$ cat config.mk
export PLATFORM = sky130hd
export DESIGN_NAME = evict_fill_transmitter
export DESIGN_NICKNAME = d
export VERILOG_FILES = /design/src/verilog/xfer_pkg.sv /design/src/verilog/bank_channel.sv /design/src/verilog/evict_fill_transmitter.sv /design/src/verilog/evict_serializer.sv /design/src/verilog/xfer_cmd_reg.sv
export SDC_FILE = /design/constraint.sdc
export NUM_CORES = 1
export LEC_CHECK = 0
export ABC_CLOCK_PERIOD_IN_PS = 9150
export BUFFER_PORTS_ARGS = -buffer_cell sky130_fd_sc_hd__buf_2
export CAP_MARGIN = 20
export CORE_ASPECT_RATIO = 0.8
export CORE_MARGIN = 2
export CORE_UTILIZATION = 25
export DETAILED_ROUTE_END_ITERATION = 7
export GPL_TIMING_DRIVEN = 0
export SYNTH_ARGS = -nofsm -noshare
export SYNTH_HDL_FRONTEND = slang
export SYNTH_SLANG_ARGS = --single-unit
$ cat constraint.sdc
create_clock -name clk_i -period 9.15 [get_ports clk_i]
set_input_delay 0.4575 -clock clk_i [delete_from_list [all_inputs] [get_ports clk_i]]
set_output_delay 0.4575 -clock clk_i [all_outputs]
set_load 0.03 [all_outputs]
$ cat src/verilog/xfer_pkg.sv
package xfer_pkg;

  // data sizes
  localparam int word_width      = 32;
  localparam int beat_width      = 2 * word_width;
  localparam int beat_mask_width = beat_width / 8;

  // cache geometry, each bank holds half of an 8-word line
  localparam int bursts_per_bank = 2;
  localparam int ways            = 2;
  localparam int sets            = 16;

  typedef logic [$clog2(ways)-1:0]                 way_t;
  typedef logic [$clog2(sets)-1:0]                 set_t;
  typedef logic [$clog2(sets*bursts_per_bank)-1:0] bank_addr_t;

  // counts 0..bursts_per_bank, the top value marks the bank as finished
  typedef logic [$clog2(bursts_per_bank+1)-1:0]    burst_cnt_t;

  typedef logic [beat_width-1:0] beat_t;

  // two-beat refill word
  // flat for the DMA side, half[0] goes to the even bank and half[1] to the odd bank
  typedef union packed {
    logic [2*beat_width-1:0] flat;
    beat_t [1:0]             half;
  } refill_pair_u;

  // bank row of one beat within a set
  function automatic bank_addr_t bank_row(set_t set_idx, burst_cnt_t burst);
    bank_addr_t row;
    row = bank_addr_t'(set_idx * bursts_per_bank + burst);
    return row;
  endfunction

endpackage
$ cat src/verilog/bank_channel.sv
`timescale 1ns/1ps

module bank_channel import xfer_pkg::*; (
  input  logic                                 clk_i,
  input  logic                                 reset_i,

  input  logic                                 evict_en_i,
  input  logic                                 refill_en_i,
  input  way_t                                 way_i,
  input  set_t                                 set_i,

  // bank side
  input  logic                                 grant_i,
  input  beat_t [ways-1:0]                     bank_data_i,
  output logic                                 bank_v_o,
  output logic                                 bank_w_o,
  output bank_addr_t                           bank_addr_o,
  output beat_t                                bank_data_o,
  output logic [ways-1:0][beat_mask_width-1:0] bank_w_mask_o,

  // refill half from the DMA
  input  logic                                 fill_push_i,
  input  beat_t                                fill_data_i,

  // FIFO head toward the serializer
  input  logic                                 pop_i,
  output logic                                 head_v_o,
  output beat_t                                head_data_o,

  output logic                                 room_o,
  output logic                                 done_o
);

  localparam int ptr_width = $clog2(bursts_per_bank);

  beat_t                mem_r [bursts_per_bank];
  logic [ptr_width-1:0] wr_ptr_r;
  logic [ptr_width-1:0] rd_ptr_r;
  burst_cnt_t           fifo_cnt_r;
  burst_cnt_t           burst_cnt_r;
  logic                 pend_r;

  logic                 access;
  logic                 push;
  logic                 pop;
  beat_t                push_data;
  logic [2:0]           evict_total;
  logic [2:0]           fill_total;
  logic                 cnt_done;

  assign cnt_done    = (burst_cnt_r == burst_cnt_t'(bursts_per_bank));
  assign evict_total = fifo_cnt_r + pend_r;
  assign fill_total  = burst_cnt_r + fifo_cnt_r;

  // evict reads need a free slot for every read still in flight
  assign bank_v_o = (evict_en_i & ~cnt_done & (evict_total < bursts_per_bank))
                  | (refill_en_i & head_v_o);
  assign bank_w_o = refill_en_i;
  assign access   = bank_v_o & grant_i;

  assign bank_addr_o = bank_row(set_i, burst_cnt_r);
  assign bank_data_o = head_data_o;

  always_comb begin
    for (int w = 0; w < ways; w++) begin
      bank_w_mask_o[w] = {beat_mask_width{way_i == way_t'(w)}};
    end
  end

  // read data returns one cycle after the granted read
  assign push      = pend_r | fill_push_i;
  assign push_data = evict_en_i ? bank_data_i[way_i] : fill_data_i;

  // refill drains through its own bank writes
  assign pop = evict_en_i ? pop_i : access;

  assign head_v_o    = (fifo_cnt_r != '0);
  assign head_data_o = mem_r[rd_ptr_r];

  // never take more than one line worth of refill data
  assign room_o = (fill_total < bursts_per_bank);
  assign done_o = cnt_done & ~pend_r;

  always_ff @(posedge clk_i) begin
    if (push) begin
      mem_r[wr_ptr_r] <= push_data;
    end
  end

  always_ff @(posedge clk_i) begin
    if (reset_i) begin
      wr_ptr_r   <= '0;
      rd_ptr_r   <= '0;
      fifo_cnt_r <= '0;
      pend_r     <= 1'b0;
    end else begin
      pend_r <= evict_en_i & access;
      if (push) begin
        wr_ptr_r <= wr_ptr_r + 1'b1;
      end
      if (pop) begin
        rd_ptr_r <= rd_ptr_r + 1'b1;
      end
      case ({push, pop})
        2'b10:   fifo_cnt_r <= fifo_cnt_r + 1'b1;
        2'b01:   fifo_cnt_r <= fifo_cnt_r - 1'b1;
        default: fifo_cnt_r <= fifo_cnt_r;
      endcase
    end
  end

  // burst counter, cleared once the command has finished and the enables are gone
  always_ff @(posedge clk_i) begin
    if (reset_i) begin
      burst_cnt_r <= '0;
    end else if (done_o & ~evict_en_i & ~refill_en_i) begin
      burst_cnt_r <= '0;
    end else if (access) begin
      burst_cnt_r <= burst_cnt_r + 1'b1;
    end
  end

  // a read issued last cycle must still find a free slot
  a_fifo_no_overflow: assert property (
    @(posedge clk_i) disable iff (reset_i)
    (push && !pop) |-> (fifo_cnt_r < burst_cnt_t'(bursts_per_bank))
  );

endmodule

$ cat src/verilog/evict_fill_transmitter.sv
`timescale 1ns/1ps

module evict_fill_transmitter import xfer_pkg::*; (
  input  logic                                 clk_i,
  input  logic                                 reset_i,

  // command start
  input  logic                                 evict_we_i,
  input  logic                                 refill_we_i,
  input  way_t                                 way_i,
  input  set_t                                 addr_index_i,

  // even bank
  input  logic                                 even_bank_v_i,
  input  beat_t [ways-1:0]                     even_bank_data_i,
  output logic                                 even_bank_v_o,
  output logic                                 even_bank_w_o,
  output bank_addr_t                           even_bank_addr_o,
  output beat_t                                even_bank_data_o,
  output logic [ways-1:0][beat_mask_width-1:0] even_bank_w_mask_o,

  // odd bank
  input  logic                                 odd_bank_v_i,
  input  beat_t [ways-1:0]                     odd_bank_data_i,
  output logic                                 odd_bank_v_o,
  output logic                                 odd_bank_w_o,
  output bank_addr_t                           odd_bank_addr_o,
  output beat_t                                odd_bank_data_o,
  output logic [ways-1:0][beat_mask_width-1:0] odd_bank_w_mask_o,

  // DMA refill, ready/valid
  input  refill_pair_u                         dma_refill_data_i,
  input  logic                                 dma_refill_v_i,
  output logic                                 dma_refill_ready_o,

  // DMA evict, valid/yumi
  output logic                                 dma_evict_v_o,
  output beat_t                                dma_evict_data_o,
  input  logic                                 dma_evict_yumi_i,

  // status
  output logic                                 evict_done_o,
  output logic                                 refill_done_o,
  output logic                                 evict_busy_o,
  output logic                                 refill_busy_o,
  output logic                                 even_priority_o,
  output logic                                 odd_priority_o
);

  logic  evict_en;
  logic  refill_en;
  way_t  way_r;
  set_t  set_r;

  logic  even_head_v;
  logic  odd_head_v;
  beat_t even_head_data;
  beat_t odd_head_data;
  logic  even_room;
  logic  odd_room;
  logic  even_done;
  logic  odd_done;

  logic  ser_pop;
  logic  ser_empty;
  logic  fill_push;

  xfer_cmd_reg i_cmd_reg (
    .clk_i         (clk_i),
    .reset_i       (reset_i),
    .evict_we_i    (evict_we_i),
    .refill_we_i   (refill_we_i),
    .way_i         (way_i),
    .addr_index_i  (addr_index_i),
    .evict_done_i  (evict_done_o),
    .refill_done_i (refill_done_o),
    .evict_en_o    (evict_en),
    .refill_en_o   (refill_en),
    .way_o         (way_r),
    .set_o         (set_r)
  );

  // a refill pair enters both FIFOs together
  assign dma_refill_ready_o = refill_en & even_room & odd_room;
  assign fill_push          = dma_refill_v_i & dma_refill_ready_o;

  bank_channel i_even_chan (
    .clk_i         (clk_i),
    .reset_i       (reset_i),
    .evict_en_i    (evict_en),
    .refill_en_i   (refill_en),
    .way_i         (way_r),
    .set_i         (set_r),
    .grant_i       (even_bank_v_i),
    .bank_data_i   (even_bank_data_i),
    .bank_v_o      (even_bank_v_o),
    .bank_w_o      (even_bank_w_o),
    .bank_addr_o   (even_bank_addr_o),
    .bank_data_o   (even_bank_data_o),
    .bank_w_mask_o (even_bank_w_mask_o),
    .fill_push_i   (fill_push),
    .fill_data_i   (dma_refill_data_i.half[0]),
    .pop_i         (ser_pop),
    .head_v_o      (even_head_v),
    .head_data_o   (even_head_data),
    .room_o        (even_room),
    .done_o        (even_done)
  );

  bank_channel i_odd_chan (
    .clk_i         (clk_i),
    .reset_i       (reset_i),
    .evict_en_i    (evict_en),
    .refill_en_i   (refill_en),
    .way_i         (way_r),
    .set_i         (set_r),
    .grant_i       (odd_bank_v_i),
    .bank_data_i   (odd_bank_data_i),
    .bank_v_o      (odd_bank_v_o),
    .bank_w_o      (odd_bank_w_o),
    .bank_addr_o   (odd_bank_addr_o),
    .bank_data_o   (odd_bank_data_o),
    .bank_w_mask_o (odd_bank_w_mask_o),
    .fill_push_i   (fill_push),
    .fill_data_i   (dma_refill_data_i.half[1]),
    .pop_i         (ser_pop),
    .head_v_o      (odd_head_v),
    .head_data_o   (odd_head_data),
    .room_o        (odd_room),
    .done_o        (odd_done)
  );

  evict_serializer i_serializer (
    .clk_i            (clk_i),
    .reset_i          (reset_i),
    .evict_en_i       (evict_en),
    .even_v_i         (even_head_v),
    .odd_v_i          (odd_head_v),
    .even_data_i      (even_head_data),
    .odd_data_i       (odd_head_data),
    .pop_o            (ser_pop),
    .dma_evict_v_o    (dma_evict_v_o),
    .dma_evict_data_o (dma_evict_data_o),
    .dma_evict_yumi_i (dma_evict_yumi_i),
    .empty_o          (ser_empty)
  );

  // evict is finished only once every beat has left toward the DMA
  assign evict_done_o  = evict_en & even_done & odd_done
                       & ~even_head_v & ~odd_head_v & ser_empty;
  assign refill_done_o = refill_en & even_done & odd_done;

  assign evict_busy_o  = evict_en;
  assign refill_busy_o = refill_en;

  // favour the bank that still has bursts left
  assign even_priority_o = odd_done & ~even_done;
  assign odd_priority_o  = even_done & ~odd_done;

endmodule

$ cat src/verilog/evict_serializer.sv
`timescale 1ns/1ps

module evict_serializer import xfer_pkg::*; (
  input  logic  clk_i,
  input  logic  reset_i,

  input  logic  evict_en_i,

  // bank FIFO heads
  input  logic  even_v_i,
  input  logic  odd_v_i,
  input  beat_t even_data_i,
  input  beat_t odd_data_i,
  output logic  pop_o,

  // DMA evict port
  output logic  dma_evict_v_o,
  output beat_t dma_evict_data_o,
  input  logic  dma_evict_yumi_i,

  output logic  empty_o
);

  beat_t [1:0] pair_r;
  logic        full_r;
  logic        sel_r;

  // take a pair only when both heads are there and the register is free
  assign pop_o = evict_en_i & even_v_i & odd_v_i & ~full_r;

  always_ff @(posedge clk_i) begin
    if (pop_o) begin
      pair_r[0] <= even_data_i;
      pair_r[1] <= odd_data_i;
    end
  end

  // sel_r picks the even beat first, then the odd one
  always_ff @(posedge clk_i) begin
    if (reset_i) begin
      full_r <= 1'b0;
      sel_r  <= 1'b0;
    end else if (pop_o) begin
      full_r <= 1'b1;
      sel_r  <= 1'b0;
    end else if (full_r & dma_evict_yumi_i) begin
      if (sel_r) begin
        full_r <= 1'b0;
        sel_r  <= 1'b0;
      end else begin
        sel_r <= 1'b1;
      end
    end
  end

  assign dma_evict_v_o    = full_r;
  assign dma_evict_data_o = pair_r[sel_r];
  assign empty_o          = ~full_r;

  // an offered beat stays put until the DMA takes it
  a_evict_stable: assert property (
    @(posedge clk_i) disable iff (reset_i)
    (dma_evict_v_o && !dma_evict_yumi_i) |=> (dma_evict_v_o && $stable(dma_evict_data_o))
  );

endmodule

$ cat src/verilog/xfer_cmd_reg.sv
`timescale 1ns/1ps

module xfer_cmd_reg import xfer_pkg::*; (
  input  logic clk_i,
  input  logic reset_i,

  input  logic evict_we_i,
  input  logic refill_we_i,
  input  way_t way_i,
  input  set_t addr_index_i,

  input  logic evict_done_i,
  input  logic refill_done_i,

  output logic evict_en_o,
  output logic refill_en_o,
  output way_t way_o,
  output set_t set_o
);

  // operation flags, held from the start pulse until the matching done
  always_ff @(posedge clk_i) begin
    if (reset_i) begin
      evict_en_o  <= 1'b0;
      refill_en_o <= 1'b0;
    end else begin
      if (evict_we_i) begin
        evict_en_o <= 1'b1;
      end else if (evict_done_i) begin
        evict_en_o <= 1'b0;
      end

      if (refill_we_i) begin
        refill_en_o <= 1'b1;
      end else if (refill_done_i) begin
        refill_en_o <= 1'b0;
      end
    end
  end

  // line being moved
  always_ff @(posedge clk_i) begin
    if (evict_we_i | refill_we_i) begin
      way_o <= way_i;
      set_o <= addr_index_i;
    end
  end

  // a new command only while idle, and one kind at a time
  a_start_when_idle: assert property (
    @(posedge clk_i) disable iff (reset_i)
    (evict_we_i | refill_we_i) |-> !(evict_en_o | refill_en_o) && !(evict_we_i && refill_we_i)
  );

  // the evict and refill datapaths share the bank FIFOs
  a_one_operation: assert property (
    @(posedge clk_i) disable iff (reset_i)
    !(evict_en_o && refill_en_o)
  );

endmodule

==> results of run 1 <==
==> registers in the layout, indices dropped and copies added, names as in the netlist, named ones only <==
| name | flops |
|---|---|
| i_odd_chan.mem_r | 128 |
| i_odd_chan.burst_cnt_r | 2 |
| i_cmd_reg.set_o | 4 |
| i_serializer.dma_evict_v_o | 1 |
| i_even_chan.wr_ptr_r | 1 |
| i_serializer.sel_r | 1 |
| i_cmd_reg.evict_en_o | 1 |
| i_even_chan.rd_ptr_r | 1 |
| i_even_chan.pend_r | 1 |
| i_even_chan.fifo_cnt_r | 2 |
| i_cmd_reg.refill_en_o | 1 |
| i_cmd_reg.way_o | 1 |
| i_odd_chan.wr_ptr_r | 1 |
| i_odd_chan.pend_r | 1 |
| i_even_chan.mem_r | 128 |
| i_serializer.pair_r | 128 |
| i_odd_chan.fifo_cnt_r | 2 |
| i_even_chan.burst_cnt_r | 2 |
| i_odd_chan.rd_ptr_r | 1 |
==> per-layer routing <==
metal / up-vias / track usage, % / routed length [um]
li1: 5894 / - / -
met1: 6394 / 19.68 / 25720
met2: 454 / 27.45 / 30420
met3: 73 / 3.311 / 3686
met4: 2 / 4.091 / 1263
met5: - / 0 / 13
==> worst min-delay path by stage <==
stage,slack [ps],end,cells after the start
2_1_floorplan,470,i_even_chan.burst_cnt_r[0]$_SDFFE_PP0N_,2
5_1_grt,50,i_cmd_reg.set_o[3]$_DFFE_PP_,1
4_1_cts,30,i_cmd_reg.way_o$_DFFE_PP_,1
6_report,80,i_cmd_reg.way_o$_DFFE_PP_,1
3_3_place_gp,500,i_serializer.dma_evict_v_o$_SDFFE_PP0P_,2
3_5_place_dp,500,i_serializer.dma_evict_v_o$_SDFFE_PP0P_,2
==> worst max-delay path, delay by kind of cell (launching register included) <==
kind	cells	cell delay, ps
buf+inv	6	1570
flops	1	650
==> logic make-up after synthesis <==
family / synth area share, %
xor gates and xnor gates: 0.4370
DFF: 66.98
AOI/OAI and AO/OA: 4.363
and+or+nand+nor: 4.266
buffers and inverters: 3.489
muxes: 19.69
adders and majority gates: 0.7769
==> cell usage after synthesis, types with 3 or more instances <==
library cell	count
nor2b_1	8
xor2_1	5
nand2_1	5
edfxtp_1	389
inv_1	10
buf_2	41
mux2i_1	132
mux2_2	196
nand3_1	9
xnor2_1	4
dfxtp_1	20
a21oi_1	134
and2_1	3
buf_4	36
buf_1	3
nor2_1	141
ha_1	8
clkbuf_1	24
==> through the flow <==
step | std cells | hold WS [ps] | instance area, um^2 | utilization, % | setup WS [ps]
finish | 2884 | 79.28 | 24030 | 33.48 | 5911
global route | 2881 | 46.36 | 24030 | 33.47 | 5694
CTS | 2881 | 31.62 | 24030 | 33.47 | 5770
detailed placement | 2802 | 505.0 | 22710 | 31.64 | 5936
global placement | 2789 | 497.6 | 22430 | 31.24 | 1032
floorplan | 1203 | 471.5 | 18040 | - | 4254
==> cell type report <==
class                           count  area [um^2]
Inverter                           11        46.29
Fill cell                        7113        47760
Clock inverter                     24        151.4
Antenna cell                        3        7.507
Sequential cell                   409        12080
Clock buffer                       55         1164
Buffer                            105        588.1
Timing Repair Buffer              654         3456
Multi-Input combinational cell    678         5356
Tap cell                          945         1182
==> power by group through the flow <==
stage / Clock (uW) / Combinational, uW / Sequential (uW)
4_1_cts: 1720 / 893 / 2210
5_1_grt: 1790 / 938 / 2220
3_5_place_dp: 0 / 890 / 2250
3_3_place_gp: 0 / 856 / 2260
6_report: 1660 / 881 / 2210
2_1_floorplan: 0 / 533 / 2250
==> results.yml, run 1 <==
floorplanning:
  row_count: 88
  start_util_pct: 25.13
  die-height_um: 244.3
  die_area_um2: 74330
  die-width_um: 304.3
  ios: 643
  core_um2: 71790
global_route:
  grt_usage_pct: 15.69
  antenna_found_initial: 4
  overflow: 0
  grt_max_degree: 67
  grt_pass1_wl_mm: 85.26
  grt_pass1_vias: 13000
sta:
  period_needed_ps: 3239
  hold_viol: 0
  rsz0062_at_grt: "false"
  final-setup-viol-count: 0
  tightest_slew_ps: 867.3
  tns_ps: 0
  slew_viol_final: 0
  post-route-period-util_pct: 35.40
  max_slew_margin_pct: 42.18
  skew_ps: 18.59
  fmax_ghz: 0.3087
clocking:
  cts_tree: "yes"
  htreeDepth: 2
  clkSinkCount: 409
  cts-resized-gates: 0
  clk_path_buf_depth: 3
  clk_pin_slew_worst_paths_ps: 60
  cts_inserted_buffers: 44
  holdBufCountCts: 0
  insertion_delay_ps: 560
  cts_setup_buffers: 0
  cts-root-buf: "clkbuf_16"
placement:
  dpl.hpwl_mm: 46.83
  portBuffers: 641
  place_congestion: 0.9058
power_and_ir_drop:
  seqPwrFrac_pct: 46.5
  p_clk_share_pct: 35.0
  total_leakage_power_uw: 0.009638
  comb_power_share_pct: 18.5
  finalPower_uw: 4752
  switchingPower_uw: 1332
  peakVddDrop_uv: 90.05
  power_density_nw_per_um2: 197.7
  p_int_uw: 3420
  swShare_pct: 28.04
setup_path:
  r2r_cells: 6
  worstPathMaxFanout: 17
  crit_chain: "clkbuf_1 -> buf_4 -> buf_2 -> inv_1 -> buf_4 -> buf_2"
  slowest_stage: "edfxtp_1"
  r2r-end: "i_even_chan.mem_r[0][36]$_DFFE_PP_"
  r2r-start: "i_even_chan.fifo_cnt_r[0]$_SDFFE_PP0P_"
  cp_data_required_time_ps: 8690
  arrival_ps: 2780
  cp-start-kind: "flip-flop"
  crit_start: "i_cmd_reg.way_o$_DFFE_PP_"
  cp-end-kind: "primary output"
  crit_end: "even_bank_w_mask_o[4]"
  rrSetupSlack_ps: 5940
  cpPeakStageDelay_ps: 650
  timing_worst_setup_path_type: "flip-flop to primary output"
finish:
  final_common_cell: "buf_2"
  drive_gt1_share_pct: 51.50
  final_cell_mix: "buf_2 (682), edfxtp_1 (389), mux2_2 (196)"
  nNetsFinal: 2310
  area_growth_syn_to_layout_pct: 33.24
logic_synthesis:
  synth_enable_flop_cells: 389
  avgSynthCellArea_um2: 14.99
  syn_nets: 1610
  synth_area_leaders: "edfxtp_1 (65%), mux2_2 (12%), mux2i_1 (7.3%)"
  synthCells: 1203
  yosysTopAreaCellShare_pct: 64.76
  yosysUniqueCellTypes: 41
  ys_ff_latch: 409
  ys_async_sr_fraction_pct: 0
  seq_area_frac_synth_pct: 66.98
  yosysWarnings: 0
  yosysTopAreaCell: "edfxtp_1"
  syn_area_um2: 18040
  synthFlopType: "edfxtp_1"
worst_hold_path:
  min_path_type: "input pin to flip-flop"
  hold_path_startpoint: "way_i"
routing:
  via_per_inst: 4.444
  drt-pass1-iter-count: 5
  drc: 0
  avgRoutedWirePerCell_um: 21.19
  drt_iter0_drc: 712
  antenna_left: 0
  wl_mm: 61.10
  vias: 12820
run_status:
  status: "finished, final reports clean"
flow_run:
  cap_violations: 0
(Power assumes the default switching activity.)
==> run 2, diff against run 1 <==
ABC_CLOCK_PERIOD_IN_PS = 3200   (was 9150)
clock period = 3.2 ns   (was 9.15 ns; I/O delays follow)
==> run 2 against run 1 <==
  * Global-route usage grew 0.52 points
  * Clock power rose to 3.0 times the previous value
  * Hold slack worse by 38 ps
  * Critical path depth is the same
  * Worst setup slack got worse by 5700 ps
  * Sequential power rose to 2.9 times the previous value
  * Power rose to 2.9 times the previous value
  * Cell count grew 4.9%
  * Critical endpoint is now odd_bank_w_mask_o[3]
==> results.yml, run 2 (synthesis results as in run 1) <==
clocking:
  clk_pin_slew_worst_paths_ps: 60
  cts_inserted_buffers: 44
  htreeDepth: 2
  cts-root-buf: "clkbuf_16"
  clk_path_buf_depth: 3
  insertion_delay_ps: 560
  cts_tree: "yes"
  clkSinkCount: 409
  cts-resized-gates: 0
finish:
  largestRegisters: "i_even_chan.mem_r (128), i_odd_chan.mem_r (128), i_serializer.pair_r (128)"
  drive_gt1_share_pct: 49.21
  fin_util_pct: 35.58
  finalNonFillerCells: 3026
  area_growth_syn_to_layout_pct: 41.59
  final_common_cell: "buf_2"
  nNetsFinal: 2458
  final_cell_mix: "buf_2 (682), edfxtp_1 (389), mux2_2 (196)"
  diodes: 0
floorplanning:
  row_count: 88
  start_util_pct: 25.13
  ios: 643
  die_area_um2: 74330
  die-height_um: 244.3
  die-width_um: 304.3
  core_um2: 71790
placement:
  dp_slack_ps: -12.47
  dpl.hpwl_mm: 46.91
  place_congestion: 0.9536
  portBuffers: 641
  dpl.cell_count: 2804
routing:
  drc: 0
  antenna_left: 0
  drt_iter0_drc: 806
  wl_mm: 63.28
  avgRoutedWirePerCell_um: 20.91
  drt-pass1-iter-count: 5
  via_per_inst: 4.459
  vias: 13490
sta:
  tightest_slew_ps: 905.0
  hold_viol: 0
  finalWorstSetupSlack_ps: 221.1
  period_needed_ps: 2979
  slew_viol_final: 0
  fmax_ghz: 0.3357
  post-route-period-util_pct: 93.09
  max_slew_margin_pct: 39.67
  tns_ps: 0
  final-setup-viol-count: 0
  rsz0062_at_grt: "false"
  holdWs_ps: 41.31
  skew_ps: 16.13
setup_path:
  arrival_ps: 2820
  timing_worst_setup_path_type: "flip-flop to primary output"
  cp-end-kind: "primary output"
  crit_start: "i_cmd_reg.way_o$_DFFE_PP_"
  cp_data_required_time_ps: 3040
  worstPathMaxFanout: 17
  cp-start-kind: "flip-flop"
  r2r-end: "i_even_chan.mem_r[0][24]$_DFFE_PP_"
  r2r-start: "i_cmd_reg.evict_en_o$_SDFFE_PP0P_"
  r2r_cells: 5
  crit_end: "odd_bank_w_mask_o[3]"
  rrSetupSlack_ps: 370
global_route:
  grt_usage_pct: 16.21
  grt_max_degree: 39
  grt_pass1_wl_mm: 88.45
  antenna_found_initial: 5
  overflow: 0
  grt_pass1_vias: 13780
power_and_ir_drop:
  p_clk_share_pct: 35.6
  seqPwrFrac_pct: 45.1
  p_int_uw: 10170
  peakVddDrop_uv: 247.0
  power_density_nw_per_um2: 548.0
  switchingPower_uw: 3830
  swShare_pct: 27.37
  total_leakage_power_uw: 0.01032
  comb_power_share_pct: 19.3
worst_hold_path:
  min_path_type: "input pin to flip-flop"
  hold_path_startpoint: "dma_refill_data_i[80]"
run_status:
  status: "finished, final reports clean"
flow_run:
  cap_violations: 0
-- run 2: how the worst min path moves through the flow --
stage,cells past startpoint,to
2_1_floorplan,0,i_cmd_reg.set_o[0]$_DFFE_PP_
6_report,3,i_odd_chan.mem_r[0][16]$_DFFE_PP_
4_1_cts,3,i_odd_chan.mem_r[1][18]$_DFFE_PP_
5_1_grt,3,i_odd_chan.mem_r[0][16]$_DFFE_PP_
3_3_place_gp,1,i_cmd_reg.set_o[2]$_DFFE_PP_
3_5_place_dp,1,i_cmd_reg.set_o[3]$_DFFE_PP_
-- run 2: power by group through the flow --
stage	Combinational, uW	Sequential (uW)	Clock [uW]
finish	2700	6310	4980
global route	2880	6340	5320
CTS	2680	6310	5140
detailed placement	2550	6430	0
global placement	2460	6440	0
floorplan	1530	6420	0
-- run 2: critical path, cell delays in order, from the launching register on --
cell,delay [ps]
edfxtp_1,650
clkbuf_1,180
buf_4,290
buf_2,370
inv_1,340
buf_4,250
buf_2,170
-- run 2: layer usage --
layer / wire (um) / track usage [%] / vias to the layer above
met5: 27 / 0 / -
met2: 31640 / 28.51 / 530
met4: 1393 / 4.441 / 4
li1: - / - / 6184
met1: 26270 / 19.91 / 6677
met3: 3948 / 3.761 / 97
-- run 2: per-stage QoR --
step / instance area [um^2] / power, uW
after global placement: 22440 / 8898
final: 25540 / 14000
after floorplan: 18050 / 7941
after detailed placement: 22750 / 8980
after global routing: 25540 / 14530
after CTS: 25340 / 14130
-- run 2: area by class of cell --
class | count | area [um^2]
plain buffers | 105 | 588.1
clock buffers | 59 | 1179
clock inverters | 17 | 192.7
fillers | 6957 | 46250
inverters | 11 | 45.04
multi-input cells | 678 | 5356
flip-flops and latches | 409 | 12080
well taps | 945 | 1182
repair buffers | 802 | 4915
-- run 2: repair_timing --
item	CTS	global route
setup endpoints to repair	28	177
pin swaps	0	2
buffers inserted	6	23
hold endpoints to repair	226	0
hold buffers	117	0
